### config.mk
export PLATFORM = sky130hd
export DESIGN_NAME = mul_lane_top
export DESIGN_NICKNAME = d
export VERILOG_FILES = /design/src/logic/bus_map_pkg.sv /design/src/logic/lane_cfg_pkg.sv /design/src/logic/issue_unit.sv /design/src/logic/mul_lane_top.sv /design/src/logic/mul_step_stage.sv /design/src/logic/writeback_regfile.sv
export SDC_FILE = /design/constraint.sdc
export NUM_CORES = 2
export LEC_CHECK = 0
export ABC_AREA = 1
export ABC_CLOCK_PERIOD_IN_PS = 10000
export BUFFER_PORTS_ARGS = -buffer_cell sky130_fd_sc_hd__buf_2
export CORE_MARGIN = 2
export CORE_UTILIZATION = 45
export CTS_CLUSTER_DIAMETER = 60
export CTS_CLUSTER_SIZE = 30
export DETAILED_ROUTE_END_ITERATION = 16
export PLACE_DENSITY = 0.65
export SLEW_MARGIN = 15
export SYNTH_ARGS = -nofsm -noshare
export SYNTH_HDL_FRONTEND = slang
export SYNTH_SLANG_ARGS = --single-unit
### constraint.sdc
create_clock -name clk_i -period 10 [get_ports clk_i]
set_input_delay 1.5 -clock clk_i [delete_from_list [all_inputs] [get_ports clk_i]]
set_output_delay 1.5 -clock clk_i [all_outputs]
set_load 0.03 [all_outputs]
### src/logic/bus_map_pkg.sv
package bus_map_pkg;

  // ==========================================================================
  // Wishbone word address map
  // ==========================================================================

  localparam int ADDR_WIDTH = 8;

  // Low address bits carry the register index
  localparam int ADDR_IDX_BITS = 5;

  typedef logic [ADDR_WIDTH-1:0] wb_addr_t;

  // Read window, one word per register
  localparam wb_addr_t ADDR_REG_BASE = 8'h00;

  // Operand A load
  localparam wb_addr_t ADDR_OPA = 8'h20;

  // Issue window, written data is operand B
  localparam wb_addr_t ADDR_ISSUE_BASE = 8'h40;

endpackage

### src/logic/lane_cfg_pkg.sv
package lane_cfg_pkg;

  // ==========================================================================
  // Execution lane sizing
  // ==========================================================================

  localparam int DATA_WIDTH = 32;

  // Register 0 is hardwired to zero
  localparam int NUM_REGS = 32;
  localparam int REG_ID_WIDTH = 5;

  // Multiply chain depth, one slice of operand B per stage
  localparam int EX_STAGES = 4;
  localparam int SLICE_WIDTH = DATA_WIDTH / EX_STAGES;

  // Holds up to EX_STAGES + 1 in-flight results
  localparam int PEND_CNT_WIDTH = 3;

  // ==========================================================================
  // Data types
  // ==========================================================================

  typedef logic [DATA_WIDTH-1:0] data_t;

  typedef logic [REG_ID_WIDTH-1:0] reg_id_t;

  typedef logic [PEND_CNT_WIDTH-1:0] pend_cnt_t;

endpackage

### src/logic/issue_unit.sv
`timescale 1ns/1ns

module issue_unit (
  input  logic                  clk_i,
  input  logic                  rst_i,

  input  logic                  wb_cyc_i,
  input  logic                  wb_stb_i,
  input  logic                  wb_we_i,
  input  bus_map_pkg::wb_addr_t wb_adr_i,
  input  lane_cfg_pkg::data_t   wb_dat_i,
  output lane_cfg_pkg::data_t   wb_dat_o,
  output logic                  wb_ack_o,

  output logic                  iss_valid_o,
  output lane_cfg_pkg::reg_id_t iss_rd_o,
  output lane_cfg_pkg::data_t   iss_opa_o,
  output lane_cfg_pkg::data_t   iss_opb_o,

  input  logic                  retire_valid_i,
  input  lane_cfg_pkg::reg_id_t retire_rd_i,

  output lane_cfg_pkg::reg_id_t rd_sel_o,
  input  lane_cfg_pkg::data_t   rd_data_i
);

  logic                  req;
  logic                  sel_reg;
  logic                  sel_opa;
  logic                  sel_issue;
  logic                  read_reg;
  logic                  accept;
  logic                  issue_fire;
  lane_cfg_pkg::reg_id_t req_idx;
  lane_cfg_pkg::data_t   opa_q;

  lane_cfg_pkg::pend_cnt_t pend_cnt [lane_cfg_pkg::NUM_REGS];
  logic [lane_cfg_pkg::NUM_REGS-1:0] pend_inc;
  logic [lane_cfg_pkg::NUM_REGS-1:0] pend_dec;

  // ==========================================================================
  // Address decode
  // ==========================================================================

  // No new request while ack is out
  assign req     = wb_cyc_i && wb_stb_i && !wb_ack_o;
  assign req_idx = wb_adr_i[bus_map_pkg::ADDR_IDX_BITS-1:0];

  assign sel_reg =
    wb_adr_i[bus_map_pkg::ADDR_WIDTH-1:bus_map_pkg::ADDR_IDX_BITS] ==
    bus_map_pkg::ADDR_REG_BASE[bus_map_pkg::ADDR_WIDTH-1:bus_map_pkg::ADDR_IDX_BITS];
  assign sel_issue =
    wb_adr_i[bus_map_pkg::ADDR_WIDTH-1:bus_map_pkg::ADDR_IDX_BITS] ==
    bus_map_pkg::ADDR_ISSUE_BASE[bus_map_pkg::ADDR_WIDTH-1:bus_map_pkg::ADDR_IDX_BITS];
  assign sel_opa = wb_adr_i == bus_map_pkg::ADDR_OPA;

  // Reads wait until the register has nothing in flight
  assign read_reg   = req && !wb_we_i && sel_reg;
  assign accept     = req && (!read_reg || pend_cnt[req_idx] == '0);
  assign issue_fire = accept && wb_we_i && sel_issue && req_idx != '0;

  assign rd_sel_o = req_idx;

  // ==========================================================================
  // Scoreboard
  // ==========================================================================

  always_comb begin
    pend_inc = '0;
    pend_dec = '0;
    if (issue_fire) begin
      pend_inc[req_idx] = 1'b1;
    end
    if (retire_valid_i) begin
      pend_dec[retire_rd_i] = 1'b1;
    end
  end

  always_ff @(posedge clk_i) begin
    if (!rst_i) begin
      for (int i = 0; i < lane_cfg_pkg::NUM_REGS; i++) begin
        pend_cnt[i] <= '0;
      end
    end else begin
      for (int i = 0; i < lane_cfg_pkg::NUM_REGS; i++) begin
        // Issue and retire together leave the count as is
        case ({pend_inc[i], pend_dec[i]})
          2'b10:   pend_cnt[i] <= pend_cnt[i] + 1'b1;
          2'b01:   pend_cnt[i] <= pend_cnt[i] - 1'b1;
          default: pend_cnt[i] <= pend_cnt[i];
        endcase
      end
    end
  end

  // ==========================================================================
  // Ack, operand A and issue
  // ==========================================================================

  always_ff @(posedge clk_i) begin
    if (!rst_i) begin
      wb_ack_o    <= 1'b0;
      iss_valid_o <= 1'b0;
      opa_q       <= '0;
    end else begin
      wb_ack_o    <= accept;
      iss_valid_o <= issue_fire;
      if (accept && wb_we_i && sel_opa) begin
        opa_q <= wb_dat_i;
      end
    end
  end

  always_ff @(posedge clk_i) begin
    // Unmapped reads return zero
    if (accept && !wb_we_i) begin
      wb_dat_o <= read_reg ? rd_data_i : '0;
    end
    if (issue_fire) begin
      iss_rd_o  <= req_idx;
      iss_opa_o <= opa_q;
      iss_opb_o <= wb_dat_i;
    end
  end

endmodule

### src/logic/mul_lane_top.sv
`timescale 1ns/1ns

module mul_lane_top (
  input  logic                  clk_i,
  input  logic                  rst_i,

  input  logic                  wb_cyc_i,
  input  logic                  wb_stb_i,
  input  logic                  wb_we_i,
  input  bus_map_pkg::wb_addr_t wb_adr_i,
  input  lane_cfg_pkg::data_t   wb_dat_i,
  output lane_cfg_pkg::data_t   wb_dat_o,
  output logic                  wb_ack_o
);

  // Entry k feeds stage k, the last entry feeds writeback
  logic                  chain_valid [lane_cfg_pkg::EX_STAGES+1];
  lane_cfg_pkg::reg_id_t chain_rd    [lane_cfg_pkg::EX_STAGES+1];
  lane_cfg_pkg::data_t   chain_opa   [lane_cfg_pkg::EX_STAGES+1];
  lane_cfg_pkg::data_t   chain_opb   [lane_cfg_pkg::EX_STAGES+1];
  lane_cfg_pkg::data_t   chain_acc   [lane_cfg_pkg::EX_STAGES+1];

  logic                  retire_valid;
  lane_cfg_pkg::reg_id_t retire_rd;
  lane_cfg_pkg::reg_id_t rd_sel;
  lane_cfg_pkg::data_t   rd_data;

  issue_unit u_issue (
    .clk_i          (clk_i),
    .rst_i          (rst_i),
    .wb_cyc_i       (wb_cyc_i),
    .wb_stb_i       (wb_stb_i),
    .wb_we_i        (wb_we_i),
    .wb_adr_i       (wb_adr_i),
    .wb_dat_i       (wb_dat_i),
    .wb_dat_o       (wb_dat_o),
    .wb_ack_o       (wb_ack_o),
    .iss_valid_o    (chain_valid[0]),
    .iss_rd_o       (chain_rd[0]),
    .iss_opa_o      (chain_opa[0]),
    .iss_opb_o      (chain_opb[0]),
    .retire_valid_i (retire_valid),
    .retire_rd_i    (retire_rd),
    .rd_sel_o       (rd_sel),
    .rd_data_i      (rd_data)
  );

  // Partial sum starts at zero
  assign chain_acc[0] = '0;

  for (genvar k = 0; k < lane_cfg_pkg::EX_STAGES; k++) begin : g_stage
    mul_step_stage #(
      .STAGE_IDX (k)
    ) u_stage (
      .clk_i   (clk_i),
      .rst_i   (rst_i),
      .valid_i (chain_valid[k]),
      .rd_i    (chain_rd[k]),
      .opa_i   (chain_opa[k]),
      .opb_i   (chain_opb[k]),
      .acc_i   (chain_acc[k]),
      .valid_o (chain_valid[k+1]),
      .rd_o    (chain_rd[k+1]),
      .opa_o   (chain_opa[k+1]),
      .opb_o   (chain_opb[k+1]),
      .acc_o   (chain_acc[k+1])
    );
  end

  writeback_regfile u_regfile (
    .clk_i          (clk_i),
    .rst_i          (rst_i),
    .valid_i        (chain_valid[lane_cfg_pkg::EX_STAGES]),
    .rd_i           (chain_rd[lane_cfg_pkg::EX_STAGES]),
    .acc_i          (chain_acc[lane_cfg_pkg::EX_STAGES]),
    .rd_sel_i       (rd_sel),
    .rd_data_o      (rd_data),
    .retire_valid_o (retire_valid),
    .retire_rd_o    (retire_rd)
  );

endmodule

### src/logic/mul_step_stage.sv
`timescale 1ns/1ns

module mul_step_stage #(
  parameter int STAGE_IDX = 0
) (
  input  logic                  clk_i,
  input  logic                  rst_i,

  input  logic                  valid_i,
  input  lane_cfg_pkg::reg_id_t rd_i,
  input  lane_cfg_pkg::data_t   opa_i,
  input  lane_cfg_pkg::data_t   opb_i,
  input  lane_cfg_pkg::data_t   acc_i,

  output logic                  valid_o,
  output lane_cfg_pkg::reg_id_t rd_o,
  output lane_cfg_pkg::data_t   opa_o,
  output lane_cfg_pkg::data_t   opb_o,
  output lane_cfg_pkg::data_t   acc_o
);

  logic [lane_cfg_pkg::SLICE_WIDTH-1:0] slice;
  lane_cfg_pkg::data_t                  partial;

  // This stage's byte of operand B
  assign slice = opb_i[STAGE_IDX*lane_cfg_pkg::SLICE_WIDTH +: lane_cfg_pkg::SLICE_WIDTH];

  // Only the low word of the product is kept
  assign partial = (opa_i * lane_cfg_pkg::data_t'(slice)) <<
                   (STAGE_IDX * lane_cfg_pkg::SLICE_WIDTH);

  always_ff @(posedge clk_i) begin
    if (!rst_i) begin
      valid_o <= 1'b0;
    end else begin
      valid_o <= valid_i;
    end
  end

  always_ff @(posedge clk_i) begin
    rd_o  <= rd_i;
    opa_o <= opa_i;
    opb_o <= opb_i;
    acc_o <= acc_i + partial;
  end

endmodule

### src/logic/writeback_regfile.sv
`timescale 1ns/1ns

module writeback_regfile (
  input  logic                  clk_i,
  input  logic                  rst_i,

  input  logic                  valid_i,
  input  lane_cfg_pkg::reg_id_t rd_i,
  input  lane_cfg_pkg::data_t   acc_i,

  input  lane_cfg_pkg::reg_id_t rd_sel_i,
  output lane_cfg_pkg::data_t   rd_data_o,

  output logic                  retire_valid_o,
  output lane_cfg_pkg::reg_id_t retire_rd_o
);

  lane_cfg_pkg::data_t regs [lane_cfg_pkg::NUM_REGS];

  // ==========================================================================
  // Write port
  // ==========================================================================

  always_ff @(posedge clk_i) begin
    if (!rst_i) begin
      for (int i = 0; i < lane_cfg_pkg::NUM_REGS; i++) begin
        regs[i] <= '0;
      end
    end else if (valid_i) begin
      regs[rd_i] <= acc_i;
    end
  end

  // Retire report goes out with the write
  assign retire_valid_o = valid_i;
  assign retire_rd_o    = rd_i;

  // ==========================================================================
  // Read port
  // ==========================================================================

  always_comb begin
    if (rd_sel_i == '0) begin
      rd_data_o = '0;
    end else begin
      rd_data_o = regs[rd_sel_i];
    end
  end

endmodule

==> results.py <==
metrics = {
    "placement": {
        "port_buffers": 77,
        "place_ws_ns": 3.729,
        "hpwl_um": 136300,
        "gp_congestion": 0.8908,
        "dpl_cell_area_sq_mm": 0.08010,
    },
    "synth": {
        "synth_largest_area_cell": "edfxtp_1",
        "ys_seq_area_share_pct": 54.35,
        "synth_common_cells": "1390 x nor2_1, 1221 x edfxtp_1, 1026 x nand2_1",
        "synth_cell_types": 45,
        "syn_inst": 7621,
        "synth.most_common_cell": "nor2_1",
        "synth_area_sq_mm": 0.07784,
        "synthFlopType": "edfxtp_1",
        "netlist.area_leader.share_pct": 47.10,
        "synthTopCellsByArea": "edfxtp_1 47%, fa_1 9.5%, dfxtp_1 7.3%",
        "synth_area_per_cell_sq_um": 10.21,
        "yosysWarnings": 0,
        "synth_edf_count": 1221,
        "synth_nets": 8260,
        "synth-seq-cells": 1503,
        "async_flop_share_pct": 0,
    },
    "cells_and_area": {
        "diodes": 0,
        "regArea_sq_mm": 0.04231,
        "area_delta_synth_final_pct": 8.302,
        "fin_nets": 8077,
        "multi_input_area_sq_mm": 0.02991,
        "fin_area_sq_mm": 0.08430,
        "nFillCells": 15600,
        "drive_gt1_share_pct": 7.180,
    },
    "floorplanning": {
        "num_rows": 152,
        "start_util_pct": 45.33,
        "dieHeight_um": 419.9,
        "ioPinCount": 78,
        "die-area_sq_mm": 0.1763,
        "dieWidth_um": 419.9,
        "core_area_sq_mm": 0.1717,
    },
    "clocking": {
        "max-clock-path-buffers": 3,
        "htreeDepth": 3,
        "clk_pin_slew_ns": 0.08,
        "clk_latency_ns": 0.80,
        "cts_setup_buffers": 0,
        "root_buffer": "clkbuf_16",
        "cts_tree": "done",
        "ctsResizeCount": 0,
        "cts_sinks": 1503,
        "cts_hold_buf": 0,
        "cts-buffers-inserted": 110,
    },
    "setup_path": {
        "required_ns": 10.64,
        "start_kind": "flop",
        "reg2reg_depth": 22,
        "endpoint": "g_stage[1].u_stage.acc_o[25]",
        "critPathArrivalTime_ns": 6.96,
        "critPathKind": "flop to flop",
        "critical_path.startpoint": "g_stage[0].u_stage.opb_o[10]",
        "reg2reg_to": "g_stage[1].u_stage.acc_o[25]",
        "worstPathMaxFanout": 23,
        "cp-end-kind": "flop",
        "rr_startpoint": "g_stage[0].u_stage.opb_o[10]",
        "r2r_slack_ns": 3.67,
    },
    "flow_run": {
        "max_cap_violations": 0,
    },
    "sta": {
        "slew_headroom_pct": 17.90,
        "fmax_ghz": 0.1580,
        "rsz0062_at_grt": "false",
        "drv_slew": 0,
        "finalSetupViolCount": 0,
        "skew_ns": 0.08628,
        "finalCriticalPeriod_ns": 6.329,
        "hold_violations": 0,
        "timing.hold.ws_ns": 0.2663,
        "finalSetupTns_ns": 0,
        "worst_pin_slew_ns": 1.230,
        "post-route-period-util_pct": 63.29,
        "fin_ws_ns": 3.671,
    },
    "detailed_routing": {
        "firstDrtPassIters": 5,
        "drt_iter0_markers": 6105,
        "drc": 0,
        "routedWlPerCell_um": 23.42,
        "viasPerCell": 5.557,
        "wl_um": 230600,
        "vias": 54710,
        "antenna_left": 0,
    },
    "global_route": {
        "use_met2_pct": 44.09,
        "met3_usage_pct": 4.280,
        "top_usage_layer": "met2",
        "grt_pass1_wl_um": 344700,
        "grt_pass1_vias": 55240,
        "grt_antenna_before_repair": 3,
        "grt_util_all_layers_pct": 26.18,
        "grt.met1_usage_pct": 33.28,
        "gr-total-overflow": 0,
        "grt_max_degree": 158,
    },
    "min_path": {
        "hold_class": "flop to flop",
    },
    "pwr": {
        "ir_drop_mv": 0.1863,
        "p_per_area_mw_per_mm2": 174.8,
        "power.total_w": 0.01474,
        "leakagePower_nw": 35.73,
    },
    "run_status": {
        "outcome": "finished, final reports clean",
    },
}
placed cells by master, fill, tap and decap left out, types with 5 or more instances in the layout:
| cell type | count |
|---|---|
| buf_2 | 76 |
| nor3_1 | 31 |
| clkinv_4 | 5 |
| xor2_1 | 96 |
| clkinv_8 | 14 |
| o2111ai_1 | 5 |
| a21oi_1 | 417 |
| dfxtp_1 | 282 |
| or2_2 | 120 |
| a211oi_1 | 34 |
| clkinv_16 | 6 |
| nor4_1 | 6 |
| buf_4 | 94 |
| o211ai_1 | 5 |
| ha_1 | 224 |
| nand2_2 | 24 |
| a21o_1 | 11 |
| a21boi_0 | 6 |
| nand2_1 | 1001 |
| nand4_1 | 12 |
| a31oi_1 | 6 |
| fa_1 | 370 |
| inv_8 | 27 |
| edfxtp_1 | 1221 |
| inv_16 | 10 |
| or2_1 | 38 |
| inv_1 | 991 |
| o21bai_1 | 12 |
| a22oi_1 | 512 |
| inv_6 | 10 |
| clkinv_1 | 12 |
| inv_12 | 9 |
| nand3_1 | 70 |
| nand3b_1 | 8 |
| clkbuf_16 | 114 |
| inv_2 | 9 |
| nor2_1 | 1389 |
| xnor2_1 | 80 |
| o21ai_0 | 143 |
report_power, final:
group / leakage [nW] / switching (W) / internal [W] / total, W
clock: 2.03 / 0.00269 / 0.00241 / 0.00511
sequential: 15.0 / 0.000207 / 0.00710 / 0.00731
combinational: 18.7 / 0.00173 / 0.000590 / 0.00232
total: 35.7 / 0.00464 / 0.0101 / 0.0147
sequential cells by signal, indices dropped and copies added (netlist names), 4 cells and up:
signal                   cells
g_stage.u_stage.opa_o       48
u_issue.pend_cnt            96
u_issue.iss_opb_o           32
g_stage.u_stage.acc_o      128
g_stage.u_stage.rd_o        20
u_issue.iss_opa_o           32
u_issue.wb_dat_o            32
u_issue.iss_rd_o             5
g_stage.u_stage.valid_o      4
u_regfile.regs            1024
g_stage.u_stage.opb_o       48
u_issue.opa_q               32
layout make-up:
class	instances	area share (%)
multi-input cells	4636	35.48
well taps	2310	3.428
clock buffers	117	3.397
clock inverters	92	1.591
repair buffers	174	1.383
flip-flops and latches	1503	50.19
inverters	1013	4.528
worst max-delay path, stage by stage, from the launching register on:
cell and delay, ns:
dfxtp_1 0.94, nand2_1 0.18, fa_1 0.55, fa_1 0.54, inv_1 0.05, fa_1 0.48
inv_1 0.05, fa_1 0.47, inv_1 0.04, ha_1 0.34, nand2_1 0.11, o21ai_0 0.26
a21oi_1 0.10, o21ai_0 0.29, a21oi_1 0.13, xnor2_1 0.18, ha_1 0.44, nand2_1 0.10
nor2_1 0.19, nand2_1 0.07, o21ai_0 0.38, a21oi_1 0.16, xnor2_1 0.15
metrics by stage:
step | util (%) | instances
2_1_floorplan | - | 7621
3_3_place_gp | 46.64 | 9636
3_5_place_dp | 46.64 | 9636
4_1_cts | 49.09 | 9845
5_1_grt | 49.09 | 9845
6_report | 49.09 | 9845
layer usage:
layer | part of all wire, % | vias to the layer above | wire length [um]
li1 | - | 24560 | -
met4 | 5.0 | 6 | 11530
met2 | 48 | 2594 | 110200
met3 | 8.8 | 491 | 20400
met1 | 38 | 27060 | 88380
met5 | 0.015 | - | 34
cells by family (layout without fill, tap and decap cells):
logic type / Yosys count / after routing / synth area share, %
fa+ha+maj: 594 / 594 / 13.12
simple gates: 2707 / 2707 / 13.85
buf+inv: 1482 / 1396 / 7.325
other cells: 2 / 2 / 0.009648
flops: 1503 / 1503 / 54.35
compound gates: 1157 / 1157 / 9.363
xor+xnor: 176 / 176 / 1.980
worst min path at each step:
stage / from / end / slack [ns] / depth (start not counted)
5_1_grt: g_stage[2].u_stage.acc_o[10] / g_stage[3].u_stage.acc_o[10] / 0.28 / 0
6_report: g_stage[2].u_stage.acc_o[10] / g_stage[3].u_stage.acc_o[10] / 0.27 / 0
4_1_cts: g_stage[2].u_stage.acc_o[10] / g_stage[3].u_stage.acc_o[10] / 0.27 / 0
3_5_place_dp: g_stage[0].u_stage.acc_o[4] / g_stage[1].u_stage.acc_o[4] / 0.31 / 0
2_1_floorplan: g_stage[0].u_stage.acc_o[0] / g_stage[1].u_stage.acc_o[0] / 0.31 / 0
3_3_place_gp: g_stage[2].u_stage.acc_o[0] / g_stage[3].u_stage.acc_o[0] / 0.31 / 0
(Power assumes the default switching activity.)
